==> src/rtl/riscv_pkg.sv <==
// rv32i execute stage package with shared word types and operation codes
`default_nettype none

package riscv_pkg;

    // data and address word
    typedef logic [31:0] word_t;

    // register file index
    typedef logic [4:0] reg_addr_t;

    // shift amount taken from operand 2
    typedef logic [4:0] shamt_t;

    // link offset, no compressed instructions
    localparam word_t PC_INC = 32'd4;

    typedef enum logic [1:0] {
        OPER1_RS1  = 2'd0,
        OPER1_PC   = 2'd1,
        OPER1_ZERO = 2'd2
    } alu_oper1_src_t;

    typedef enum logic [1:0] {
        OPER2_RS2    = 2'd0,
        OPER2_IMM    = 2'd1,
        OPER2_PC_INC = 2'd2
    } alu_oper2_src_t;

    // compares return their flag in bit 0
    typedef enum logic [3:0] {
        ALU_ADD  = 4'd0,
        ALU_SUB  = 4'd1,
        ALU_SEQ  = 4'd2,
        ALU_SNEQ = 4'd3,
        ALU_SLT  = 4'd4,
        ALU_SGE  = 4'd5,
        ALU_SLTU = 4'd6,
        ALU_SGEU = 4'd7,
        ALU_XOR  = 4'd8,
        ALU_OR   = 4'd9,
        ALU_AND  = 4'd10,
        ALU_SLL  = 4'd11,
        ALU_SRL  = 4'd12,
        ALU_SRA  = 4'd13
    } alu_oper_t;

    typedef enum logic [1:0] {
        BNJ_NONE   = 2'd0,
        BNJ_JAL    = 2'd1,
        BNJ_JALR   = 2'd2,
        BNJ_BRANCH = 2'd3
    } bnj_oper_t;

    // passed through to the memory stage
    typedef enum logic [3:0] {
        MEM_NOP = 4'd0,
        MEM_LB  = 4'd1,
        MEM_LH  = 4'd2,
        MEM_LW  = 4'd3,
        MEM_LBU = 4'd4,
        MEM_LHU = 4'd5,
        MEM_SB  = 4'd6,
        MEM_SH  = 4'd7,
        MEM_SW  = 4'd8
    } mem_oper_t;

endpackage : riscv_pkg

`default_nettype wire
==> src/rtl/execute.sv <==
// execute stage top connecting operand select, ALU, branch target and commit
`timescale 1ns/1ns
`default_nettype none

module execute
(
    input  logic                      clk_i,
    input  logic                      rstn_i,

    // from ID/EX
    input  riscv_pkg::word_t          pc_i,
    input  riscv_pkg::word_t          rs1_data_i,
    input  riscv_pkg::word_t          rs2_data_i,
    input  riscv_pkg::word_t          imm_i,
    input  riscv_pkg::alu_oper1_src_t alu_oper1_src_i,
    input  riscv_pkg::alu_oper2_src_t alu_oper2_src_i,
    input  riscv_pkg::alu_oper_t      alu_oper_i,
    input  riscv_pkg::bnj_oper_t      bnj_oper_i,

    // sideband for MEM and WB
    input  riscv_pkg::mem_oper_t      mem_oper_i,
    input  logic                      trap_i,
    input  logic                      wb_use_mem_i,
    input  logic                      write_rd_i,
    input  riscv_pkg::reg_addr_t      rd_addr_i,

    input  logic                      stall_i,
    input  logic                      flush_i,

    // EX/MEM registers
    output riscv_pkg::word_t          alu_result_o,
    output riscv_pkg::word_t          alu_oper2_o,
    output riscv_pkg::mem_oper_t      mem_oper_o,
    output logic                      trap_o,
    output logic                      wb_use_mem_o,
    output logic                      write_rd_o,
    output riscv_pkg::reg_addr_t      rd_addr_o,

    // redirect
    output logic                      load_pc_o,
    output riscv_pkg::word_t          new_pc_o,

    // forwarding selects from the hazard unit
    input  logic                      forward_ex_mem_rs1_i,
    input  logic                      forward_ex_mem_rs2_i,
    input  riscv_pkg::word_t          forward_ex_mem_data_i,
    input  logic                      forward_mem_wb_rs1_i,
    input  logic                      forward_mem_wb_rs2_i,
    input  riscv_pkg::word_t          forward_mem_wb_data_i
);

    import riscv_pkg::*;

    word_t operand1;
    word_t operand2;
    word_t fwd_rs1;
    word_t fwd_rs2;
    word_t alu_result;
    word_t target;
    logic  jump_req;
    logic  branch_req;

    operand_select u_operand_select (
        .pc_i                  (pc_i),
        .rs1_data_i            (rs1_data_i),
        .rs2_data_i            (rs2_data_i),
        .imm_i                 (imm_i),
        .alu_oper1_src_i       (alu_oper1_src_i),
        .alu_oper2_src_i       (alu_oper2_src_i),
        .forward_ex_mem_rs1_i  (forward_ex_mem_rs1_i),
        .forward_ex_mem_rs2_i  (forward_ex_mem_rs2_i),
        .forward_mem_wb_rs1_i  (forward_mem_wb_rs1_i),
        .forward_mem_wb_rs2_i  (forward_mem_wb_rs2_i),
        .forward_ex_mem_data_i (forward_ex_mem_data_i),
        .forward_mem_wb_data_i (forward_mem_wb_data_i),
        .operand1_o            (operand1),
        .operand2_o            (operand2),
        .fwd_rs1_o             (fwd_rs1),
        .fwd_rs2_o             (fwd_rs2)
    );

    alu u_alu (
        .operand1_i   (operand1),
        .operand2_i   (operand2),
        .alu_oper_i   (alu_oper_i),
        .alu_result_o (alu_result)
    );

    // works beside the ALU on the same cycle
    branch_target u_branch_target (
        .pc_i         (pc_i),
        .imm_i        (imm_i),
        .rs1_i        (fwd_rs1),
        .bnj_oper_i   (bnj_oper_i),
        .jump_req_o   (jump_req),
        .branch_req_o (branch_req),
        .target_o     (target)
    );

    ex_commit u_ex_commit (
        .clk_i        (clk_i),
        .rstn_i       (rstn_i),
        .alu_result_i (alu_result),
        .rs2_i        (fwd_rs2),
        .target_i     (target),
        .jump_req_i   (jump_req),
        .branch_req_i (branch_req),
        .mem_oper_i   (mem_oper_i),
        .trap_i       (trap_i),
        .wb_use_mem_i (wb_use_mem_i),
        .write_rd_i   (write_rd_i),
        .rd_addr_i    (rd_addr_i),
        .stall_i      (stall_i),
        .flush_i      (flush_i),
        .load_pc_o    (load_pc_o),
        .new_pc_o     (new_pc_o),
        .alu_result_o (alu_result_o),
        .alu_oper2_o  (alu_oper2_o),
        .mem_oper_o   (mem_oper_o),
        .trap_o       (trap_o),
        .wb_use_mem_o (wb_use_mem_o),
        .write_rd_o   (write_rd_o),
        .rd_addr_o    (rd_addr_o)
    );

endmodule : execute

`default_nettype wire

==> src/rtl/ex_commit.sv <==
// redirect decision and EX/MEM pipeline registers of the execute stage
`timescale 1ns/1ns
`default_nettype none

module ex_commit
(
    input  logic                 clk_i,
    input  logic                 rstn_i,

    input  riscv_pkg::word_t     alu_result_i,
    input  riscv_pkg::word_t     rs2_i,
    input  riscv_pkg::word_t     target_i,
    input  logic                 jump_req_i,
    input  logic                 branch_req_i,

    input  riscv_pkg::mem_oper_t mem_oper_i,
    input  logic                 trap_i,
    input  logic                 wb_use_mem_i,
    input  logic                 write_rd_i,
    input  riscv_pkg::reg_addr_t rd_addr_i,

    input  logic                 stall_i,
    input  logic                 flush_i,

    output logic                 load_pc_o,
    output riscv_pkg::word_t     new_pc_o,

    output riscv_pkg::word_t     alu_result_o,
    output riscv_pkg::word_t     alu_oper2_o,
    output riscv_pkg::mem_oper_t mem_oper_o,
    output logic                 trap_o,
    output logic                 wb_use_mem_o,
    output logic                 write_rd_o,
    output riscv_pkg::reg_addr_t rd_addr_o
);

    import riscv_pkg::*;

    // branch condition comes from the compare in bit 0
    assign load_pc_o = jump_req_i | (branch_req_i & alu_result_i[0]);
    assign new_pc_o  = load_pc_o ? target_i : '0;

    // flush beats stall, stall holds everything
    always_ff @(posedge clk_i or negedge rstn_i)
    begin
        if (!rstn_i)
        begin
            alu_result_o <= '0;
            alu_oper2_o  <= '0;
            mem_oper_o   <= MEM_NOP;
            trap_o       <= 1'b0;
            wb_use_mem_o <= 1'b0;
            write_rd_o   <= 1'b0;
            rd_addr_o    <= '0;
        end
        else if (flush_i)
        begin
            alu_result_o <= '0;
            alu_oper2_o  <= '0;
            mem_oper_o   <= MEM_NOP;
            trap_o       <= 1'b0;
            wb_use_mem_o <= 1'b0;
            write_rd_o   <= 1'b0;
            rd_addr_o    <= '0;
        end
        else if (!stall_i)
        begin
            alu_result_o <= alu_result_i;
            // store data for the memory stage
            alu_oper2_o  <= rs2_i;
            mem_oper_o   <= mem_oper_i;
            trap_o       <= trap_i;
            wb_use_mem_o <= wb_use_mem_i;
            write_rd_o   <= write_rd_i;
            rd_addr_o    <= rd_addr_i;
        end
    end

endmodule : ex_commit

`default_nettype wire

==> src/rtl/branch_target.sv <==
// branch and jump classification with redirect target computation
`timescale 1ns/1ns
`default_nettype none

module branch_target
(
    input  riscv_pkg::word_t     pc_i,
    input  riscv_pkg::word_t     imm_i,
    input  riscv_pkg::word_t     rs1_i,
    input  riscv_pkg::bnj_oper_t bnj_oper_i,
    output logic                 jump_req_o,
    output logic                 branch_req_o,
    output riscv_pkg::word_t     target_o
);

    import riscv_pkg::*;

    word_t base;

    // jalr is relative to the forwarded rs1, the rest to the pc
    assign base     = (bnj_oper_i == BNJ_JALR) ? rs1_i : pc_i;
    assign target_o = base + imm_i;

    always_comb
    begin
        case (bnj_oper_i)
            BNJ_JAL,
            BNJ_JALR:
            begin
                jump_req_o   = 1'b1;
                branch_req_o = 1'b0;
            end
            BNJ_BRANCH:
            begin
                jump_req_o   = 1'b0;
                branch_req_o = 1'b1;
            end
            default:
            begin
                jump_req_o   = 1'b0;
                branch_req_o = 1'b0;
            end
        endcase
    end

endmodule : branch_target

`default_nettype wire

==> src/rtl/alu.sv <==
// integer ALU for add, subtract, compare, logic and shift operations
`timescale 1ns/1ns
`default_nettype none

module alu
(
    input  riscv_pkg::word_t     operand1_i,
    input  riscv_pkg::word_t     operand2_i,
    input  riscv_pkg::alu_oper_t alu_oper_i,
    output riscv_pkg::word_t     alu_result_o
);

    import riscv_pkg::*;

    shamt_t shamt;

    // only the low five bits count for rv32 shifts
    assign shamt = operand2_i[4:0];

    always_comb
    begin
        case (alu_oper_i)
            ALU_ADD:  alu_result_o = operand1_i + operand2_i;
            ALU_SUB:  alu_result_o = operand1_i - operand2_i;

            ALU_SEQ:  alu_result_o = {31'd0, operand1_i == operand2_i};
            ALU_SNEQ: alu_result_o = {31'd0, operand1_i != operand2_i};

            // signed compares
            ALU_SLT:  alu_result_o = {31'd0, $signed(operand1_i) < $signed(operand2_i)};
            ALU_SGE:  alu_result_o = {31'd0, $signed(operand1_i) >= $signed(operand2_i)};

            ALU_SLTU: alu_result_o = {31'd0, operand1_i < operand2_i};
            ALU_SGEU: alu_result_o = {31'd0, operand1_i >= operand2_i};

            ALU_XOR:  alu_result_o = operand1_i ^ operand2_i;
            ALU_OR:   alu_result_o = operand1_i | operand2_i;
            ALU_AND:  alu_result_o = operand1_i & operand2_i;

            ALU_SLL:  alu_result_o = operand1_i << shamt;
            ALU_SRL:  alu_result_o = operand1_i >> shamt;
            // arithmetic shift keeps the sign bit
            ALU_SRA:  alu_result_o = word_t'($signed(operand1_i) >>> shamt);

            default:  alu_result_o = operand1_i + operand2_i;
        endcase
    end

endmodule : alu

`default_nettype wire

==> src/rtl/operand_select.sv <==
// operand select with EX/MEM and MEM/WB forwarding for both source registers
`timescale 1ns/1ns
`default_nettype none

module operand_select
(
    input  riscv_pkg::word_t          pc_i,
    input  riscv_pkg::word_t          rs1_data_i,
    input  riscv_pkg::word_t          rs2_data_i,
    input  riscv_pkg::word_t          imm_i,
    input  riscv_pkg::alu_oper1_src_t alu_oper1_src_i,
    input  riscv_pkg::alu_oper2_src_t alu_oper2_src_i,

    input  logic                      forward_ex_mem_rs1_i,
    input  logic                      forward_ex_mem_rs2_i,
    input  logic                      forward_mem_wb_rs1_i,
    input  logic                      forward_mem_wb_rs2_i,
    input  riscv_pkg::word_t          forward_ex_mem_data_i,
    input  riscv_pkg::word_t          forward_mem_wb_data_i,

    output riscv_pkg::word_t          operand1_o,
    output riscv_pkg::word_t          operand2_o,
    output riscv_pkg::word_t          fwd_rs1_o,
    output riscv_pkg::word_t          fwd_rs2_o
);

    import riscv_pkg::*;

    // the younger result in EX/MEM wins over MEM/WB
    always_comb
    begin
        if (forward_ex_mem_rs1_i)
            fwd_rs1_o = forward_ex_mem_data_i;
        else if (forward_mem_wb_rs1_i)
            fwd_rs1_o = forward_mem_wb_data_i;
        else
            fwd_rs1_o = rs1_data_i;
    end

    always_comb
    begin
        if (forward_ex_mem_rs2_i)
            fwd_rs2_o = forward_ex_mem_data_i;
        else if (forward_mem_wb_rs2_i)
            fwd_rs2_o = forward_mem_wb_data_i;
        else
            fwd_rs2_o = rs2_data_i;
    end

    always_comb
    begin
        case (alu_oper1_src_i)
            OPER1_RS1:  operand1_o = fwd_rs1_o;
            OPER1_PC:   operand1_o = pc_i;
            OPER1_ZERO: operand1_o = '0;
            default:    operand1_o = fwd_rs1_o;
        endcase
    end

    // PC_INC gives the link address together with OPER1_PC
    always_comb
    begin
        case (alu_oper2_src_i)
            OPER2_RS2:    operand2_o = fwd_rs2_o;
            OPER2_IMM:    operand2_o = imm_i;
            OPER2_PC_INC: operand2_o = PC_INC;
            default:      operand2_o = fwd_rs2_o;
        endcase
    end

endmodule : operand_select

`default_nettype wire

==> config.mk <==
export PLATFORM = sky130hd
export DESIGN_NAME = execute
export DESIGN_NICKNAME = d
export VERILOG_FILES = /design/src/rtl/riscv_pkg.sv /design/src/rtl/execute.sv /design/src/rtl/ex_commit.sv /design/src/rtl/branch_target.sv /design/src/rtl/alu.sv /design/src/rtl/operand_select.sv
export SDC_FILE = /design/constraint.sdc
export NUM_CORES = 1
export LEC_CHECK = 0
export BUFFER_PORTS_ARGS = -buffer_cell sky130_fd_sc_hd__buf_2
export CAP_MARGIN = 15
export CELL_PAD_IN_SITES_DETAIL_PLACEMENT = 2
export CELL_PAD_IN_SITES_GLOBAL_PLACEMENT = 2
export CORE_UTILIZATION = 35
export DETAILED_ROUTE_END_ITERATION = 8
export PLACE_DENSITY_LB_ADDON = 0.1
export SYNTH_ARGS = -nofsm -noshare
export SYNTH_HDL_FRONTEND = slang
export SYNTH_HIERARCHICAL = 1
export SYNTH_SLANG_ARGS = --single-unit
==> constraint.sdc <==
create_clock -name clk_i -period 18.3 [get_ports clk_i]
set_clock_uncertainty 0.1 [all_clocks]
set_input_delay 2.745 -clock clk_i [delete_from_list [all_inputs] [get_ports clk_i]]
set_output_delay 2.745 -clock clk_i [all_outputs]
set_load 0.01 [all_outputs]
==> out/metrics.cfg, run 1 <==
[global_routing]
grt_max_degree=77
grt_pass1_vias=21710
grt_pass1_wl_um=147500
antenna_found_initial=15
track_usage=0.4028
grt_remaining_overflow=0

[pwr]
swShare=0.5565
peakVddDrop_v=0.00005005
p_sw_w=0.0007668
power.density_mw_per_mm2=71.40
leakagePower_nw=8.795
combinationalPowerShare=0.730
pwr-share-seq=0.140
clkPwrFrac=0.130
p_int_w=0.0006112

[clock_tree]
cts_resized=0
clock-sinks=76
holdBufCountCts=0
clk_latency_ps=350
cts_buffers=9
clockBufferDepth=2
clkSlewWorstSetupHoldPaths_ps=70
cts_setup_buffers=0
clockRootBuffer=clkbuf_16
ctsHtreeMaxLevel=3
cts_tree=done

[placed_design]
port_buffers=330
dp_hpwl_um=83160
place.gp.congestion=0.9898
dpl-instance-area_mm2=0.01896

[worst_hold_path]
holdPathStages=2
hp-class=register to register

[yosys]
synth.cell_area_mm2=0.01698
yosys_warnings=6
synth_area_leaders=dfrtp_1 (11%), mux2i_1 (11%), ha_1 (10%)
ys_seq_elements=76
synth_top_area_share=0.1120
synth_top_cell_by_area=dfrtp_1
synth_edf_count=0
postSynth.asyncResetShare=1.000
syn-num-nets=2754
syn_inst=2393
synth_cell_type_count=96
ys_seq_area_frac=0.1120
syn_area_per_cell_um2=7.096
yosys_most_used_dff=dfrtp_1

[drt]
wirelength_um=102300
drt_iter0_markers=1507
vias=20520
route.detailed.drc=0
vias_per_cell=6.329
wl_per_cell_um=31.56
drt_first_pass_iters=5
antenna_left=0

[floorplan]
die_h_um=222.3
core_mm2=0.04785
dieArea_mm2=0.04940
fp-row-count=80
initial_core_util=0.3549
io_pins=331
die_w_um=222.3

[layout]
seqCellArea_mm2=0.001902
final_common_cell=buf_2
final_nets=2974
layout_common_cells=buf_2 (328), nand2_1 (232), nor2_1 (227)
multi_input_area_mm2=0.01360
syn_to_final_growth_pct=13.66
final_cell_area_mm2=0.01930
drive_gt1_frac=0.2124
fillers=5745

[critical_path]
cp-start-kind=input port
reg2reg_slack_ps=17210
crit_end=new_pc_o[23]
crit_path_end_kind=output port
cp_max_fo=33
arrival_ps=8920
worstReg2RegStart=u_ex_commit/alu_result_o[0]
critical_path_required_ps=15450
r2r-end=u_ex_commit/alu_result_o[0]
critical_path_class=input port to output port
rr_worst_depth=2
cp-startpoint=forward_ex_mem_rs2_i

[timing]
hold_violations=0
min_period_over_period=0.6432
max_slew.worst_pin.slew_ps=1139
fmax_mhz=84.96
slew_headroom=0.2313
finalCriticalPeriod_ps=11770
setup_viol=0
setup_tns_ps=0
final_max_slew_viol_count=0
grt_setup_unrepaired=false

[flow_run]
drv_cap=0

[status]
status=completed

## power groups by stage
stage	clock, W	sequential, W	combinational, W
after floorplan	0	0.000201	0.000604
after global placement	0	0.000194	0.000950
after detailed placement	0	0.000195	0.000975
after CTS	0.000183	0.000192	0.000982
after global routing	0.000191	0.000194	0.00106
final	0.000180	0.000192	0.00101
## through the flow
| step | std cells | total power (W) | util | worst slack [ps] | hold WS, ps |
|---|---|---|---|---|---|
| 2_1_floorplan | 2393 | 0.0008049 | - | 8278 | 459.1 |
| 3_5_place_dp | 3216 | 0.001171 | 0.3962 | 6439 | 414.6 |
| 3_3_place_gp | 3216 | 0.001144 | 0.3962 | 6825 | 400.1 |
| 5_1_grt | 3240 | 0.001445 | 0.4033 | 6268 | 459.3 |
| 4_1_cts | 3232 | 0.001358 | 0.4024 | 6435 | 430.7 |
| 6_report | 3242 | 0.001378 | 0.4034 | 6530 | 423.6 |
## worst max-delay path: stages
cell and delay [ps]:
buf_2 300, inv_1 830, o21ai_0 330, o21ai_2 250
clkinv_1 560, ha_1 690, nor2b_1 130, nor2_1 250
a311oi_1 200, or2_1 320, a211oi_2 420, o221ai_1 270
a21oi_1 220, o221ai_1 160, xnor2_1 180, o21ai_1 370
a21oi_2 90, buf_4 260, nor2b_1 170, buf_2 140
## final cells by class
| type | instances | area share |
|---|---|---|
| tap | 615 | 0.03987 |
| multi-input combinational | 1983 | 0.7048 |
| timing repair buffer | 392 | 0.1110 |
| clock inverter | 7 | 0.003630 |
| inverter | 151 | 0.02937 |
| sequential | 76 | 0.09853 |
| antenna | 9 | 0.001167 |
| clock buffer | 9 | 0.01167 |
## Yosys cell counts, types with 61 or more instances
cell type,number
o21ai_0,181
buf_2,61
nor2_1,227
o21ai_1,82
clkbuf_1,75
dfrtp_1,76
inv_1,142
nand2_1,232
a21oi_1,224
ha_1,136
nor2b_1,110
mux2i_1,179
## metal layers
layer	part of all wire	GRT usage
met4	0.085	0.2966
met5	0.0010	0
met1	0.39	0.4632
met2	0.47	0.6830
met3	0.051	0.05554
## flip-flops by register name, summed over array words and instances, names as in the netlist
name,count
u_ex_commit/alu_oper2_o,32
u_ex_commit/alu_result_o,32
u_ex_commit/rd_addr_o,5
u_ex_commit/mem_oper_o,4
u_ex_commit/trap_o,1
u_ex_commit/wb_use_mem_o,1
u_ex_commit/write_rd_o,1
## kinds of logic after synthesis
group	Yosys count	share of synthesized area
simple gates	718	0.1927
xor+xnor	35	0.01805
compound gates	851	0.3287
mux	240	0.1533
fa+ha+maj	139	0.1037
flops	76	0.1120
buf+inv	334	0.09159
## worst min path at each step
stage	startpoint	to	slack, ps
6_report	u_ex_commit/alu_result_o[4]	u_ex_commit/alu_result_o[4]	420
5_1_grt	u_ex_commit/alu_result_o[17]	u_ex_commit/alu_result_o[17]	460
4_1_cts	u_ex_commit/alu_oper2_o[17]	u_ex_commit/alu_oper2_o[17]	430
3_5_place_dp	u_ex_commit/alu_oper2_o[17]	u_ex_commit/alu_oper2_o[17]	410
3_3_place_gp	u_ex_commit/mem_oper_o[3]	u_ex_commit/mem_oper_o[3]	400
2_1_floorplan	u_ex_commit/alu_result_o[19]	u_ex_commit/alu_result_o[19]	460
Note: power is estimated with default switching activity, not from simulation.
==> run 2, diff against run 1 <==
- CORE_UTILIZATION: 35 -> 32
- clock period: 18.3 -> 11.85 ns (I/O delays scaled with it)
==> out/metrics.cfg, run 2 (synthesis gave the netlist of run 1 again) <==
[status]
status=completed  ; unchanged

[timing]
setup_tns_ps=0  ; unchanged
max_slew.worst_pin.slew_ps=1197  ; was 1139 ps
hold_violations=0  ; unchanged
min_period_over_period=0.8425
finalCriticalPeriod_ps=9983
fmax_mhz=100.2
setup_viol=0  ; unchanged
slew_headroom=0.2021  ; was 0.2313
final_max_slew_viol_count=0  ; unchanged
grt_setup_unrepaired=false  ; unchanged

[layout]
layout_common_cells=buf_2 (328), nand2_1 (232), nor2_1 (227)  ; unchanged
top_regs=u_ex_commit/alu_oper2_o (32), u_ex_commit/alu_result_o (32), u_ex_commit/rd_addr_o (5)  ; unchanged
seqCellArea_mm2=0.001902  ; unchanged
fillers=6319  ; was 5,745
instances_no_fill=3313  ; was 3,242
final_common_cell=buf_2  ; unchanged
final_nets=2979  ; was 2,974
drive_gt1_frac=0.2131  ; was 0.2124
multi_input_area_mm2=0.01361  ; was 0.01360 mm^2
syn_to_final_growth_pct=14.40  ; was 13.66%

[floorplan]
core_mm2=0.05245  ; was 0.04785 mm^2
die_w_um=232.4  ; was 222.3 um
dieArea_mm2=0.05399  ; was 0.04940 mm^2
die_h_um=232.4  ; was 222.3 um
io_pins=331  ; unchanged
initial_core_util=0.3238  ; was 0.3549
fp-row-count=84  ; was 80

[drt]
drt_iter0_markers=1401  ; was 1,507
wirelength_um=104100  ; was 102,300 um
vias_per_cell=6.201  ; was 6.329
route.detailed.drc=0  ; unchanged
wl_per_cell_um=31.41  ; was 31.56 um
vias=20540  ; was 20,520
antenna_left=0  ; unchanged
drt_first_pass_iters=5  ; unchanged

[critical_path]
critical_path_required_ps=9970  ; was 15,450 ps
cp-start-kind=input port  ; unchanged
critical_path_class=input port to output port  ; unchanged
cp_max_fo=34  ; was 33
crit_path_end_kind=output port  ; unchanged
rr_worst_depth=2  ; unchanged
arrival_ps=8110  ; was 8920 ps

[clock_tree]
clockRootBuffer=clkbuf_16  ; unchanged
cts_tree=done  ; unchanged
ctsHtreeMaxLevel=3  ; unchanged
cts_resized=0  ; unchanged
clock-sinks=76  ; unchanged
cts_setup_buffers=0  ; unchanged
clockBufferDepth=2  ; unchanged
clk_latency_ps=340  ; was 350 ps
holdBufCountCts=0  ; unchanged
cts_buffers=9  ; unchanged
clkSlewWorstSetupHoldPaths_ps=60  ; was 70 ps

[global_routing]
grt_max_degree=77  ; unchanged
grt_pass1_vias=21410  ; was 21,710
antenna_found_initial=17  ; was 15
grt_pass1_wl_um=149600  ; was 147,500 um
track_usage=0.3761  ; was 0.4028
grt_remaining_overflow=0  ; unchanged

[worst_hold_path]
hp-class=register to register  ; unchanged
holdPathStages=2  ; unchanged

[pwr]
power.density_mw_per_mm2=111.7  ; was 71.40 mW/mm^2
leakagePower_nw=8.831  ; was 8.795 nW
peakVddDrop_v=0.00008103  ; was 0.00005005 V

[placed_design]
dp_hpwl_um=85430  ; was 83,160 um
place.gp.congestion=1.010  ; was 0.9898
port_buffers=330  ; unchanged
dp.cells=3295  ; was 3,216

[flow_run]
drv_cap=0  ; unchanged

## run 2: changes by cell type in the layout (fill, tap and decap cells not counted), moves of 2 or more
cell	change
bufinv_16	+2
inv_6	-2
diode_2	-7
buf_4	+6
## run 2: routing by layer
metal,track usage,part of all wire,up-vias
li1,-,-,9088
met1,0.4558,0.41,10380
met2,0.6416,0.48,828
met3,0.05882,0.059,226
met4,0.1863,0.056,26
met5,0,0.0015,-
## run 2: final cells by class
| cell class | instances | share of cell area |
|---|---|---|
| multi-input combinational | 1983 | 0.7005 |
| timing repair buffer | 397 | 0.1112 |
| clock buffer | 11 | 0.01249 |
| inverter | 151 | 0.02917 |
| clock inverter | 5 | 0.004251 |
| tap | 688 | 0.04431 |
| sequential | 76 | 0.09789 |
| antenna | 2 | 0.0002576 |
## run 2: path summary, 6_finish.rpt
kind | endpoint | slack, ps | from
max in group asynchronous | u_ex_commit/alu_oper2_o[24] | 9370 | rstn_i
min reg2reg | u_ex_commit/alu_result_o[7] | 420 | u_ex_commit/alu_result_o[7]
min | u_ex_commit/alu_result_o[7] | 420 | u_ex_commit/alu_result_o[7]
max | new_pc_o[7] | 1870 | alu_oper1_src_i[0]
min in group asynchronous | u_ex_commit/alu_result_o[13] | 1150 | rstn_i
max reg2reg | u_ex_commit/alu_result_o[0] | 10790 | u_ex_commit/alu_result_o[0]
## run 2: per-stage QoR
| step | total power, W | setup slack [ps] | cell area, um^2 | utilization | hold slack [ps] |
|---|---|---|---|---|---|
| after floorplan | 0.001243 | 3763 | 16980 | - | 459.1 |
| after global placement | 0.001793 | 2363 | 19100 | 0.3641 | 399.3 |
| after detailed placement | 0.001829 | 2071 | 19100 | 0.3641 | 413.6 |
| after CTS | 0.002146 | 2055 | 19420 | 0.3703 | 428.0 |
| after global routing | 0.002273 | 1650 | 19420 | 0.3704 | 459.3 |
| final | 0.002170 | 1867 | 19430 | 0.3704 | 423.8 |
## run 2: critical path, stage by stage
cell and delay, ps:
buf_2 130, ha_1 1090, nor2b_2 250, buf_4 290, nand2_1 80, o21ai_1 80, buf_4 200, inv_1 80
ha_1 190, inv_1 70, fa_1 420, nor2b_1 170, o21ai_1 250, a311oi_1 240, or2_1 330, a211oi_2 490
o221ai_1 290, a21oi_1 200, o221ai_1 140, xnor2_1 160, o21ai_1 410, a21oi_2 100, buf_4 260, nor2b_1 200
buf_2 170
## run 2: report_power, final
| group | internal (W) | switching, W | leakage (nW) | total [W] |
|---|---|---|---|---|
| clock network | 0.000191 | 0.000113 | 0.160 | 0.000304 |
| logic | 0.000516 | 0.00105 | 7.66 | 0.00157 |
| registers | 0.000283 | 0.0000144 | 1.01 | 0.000298 |
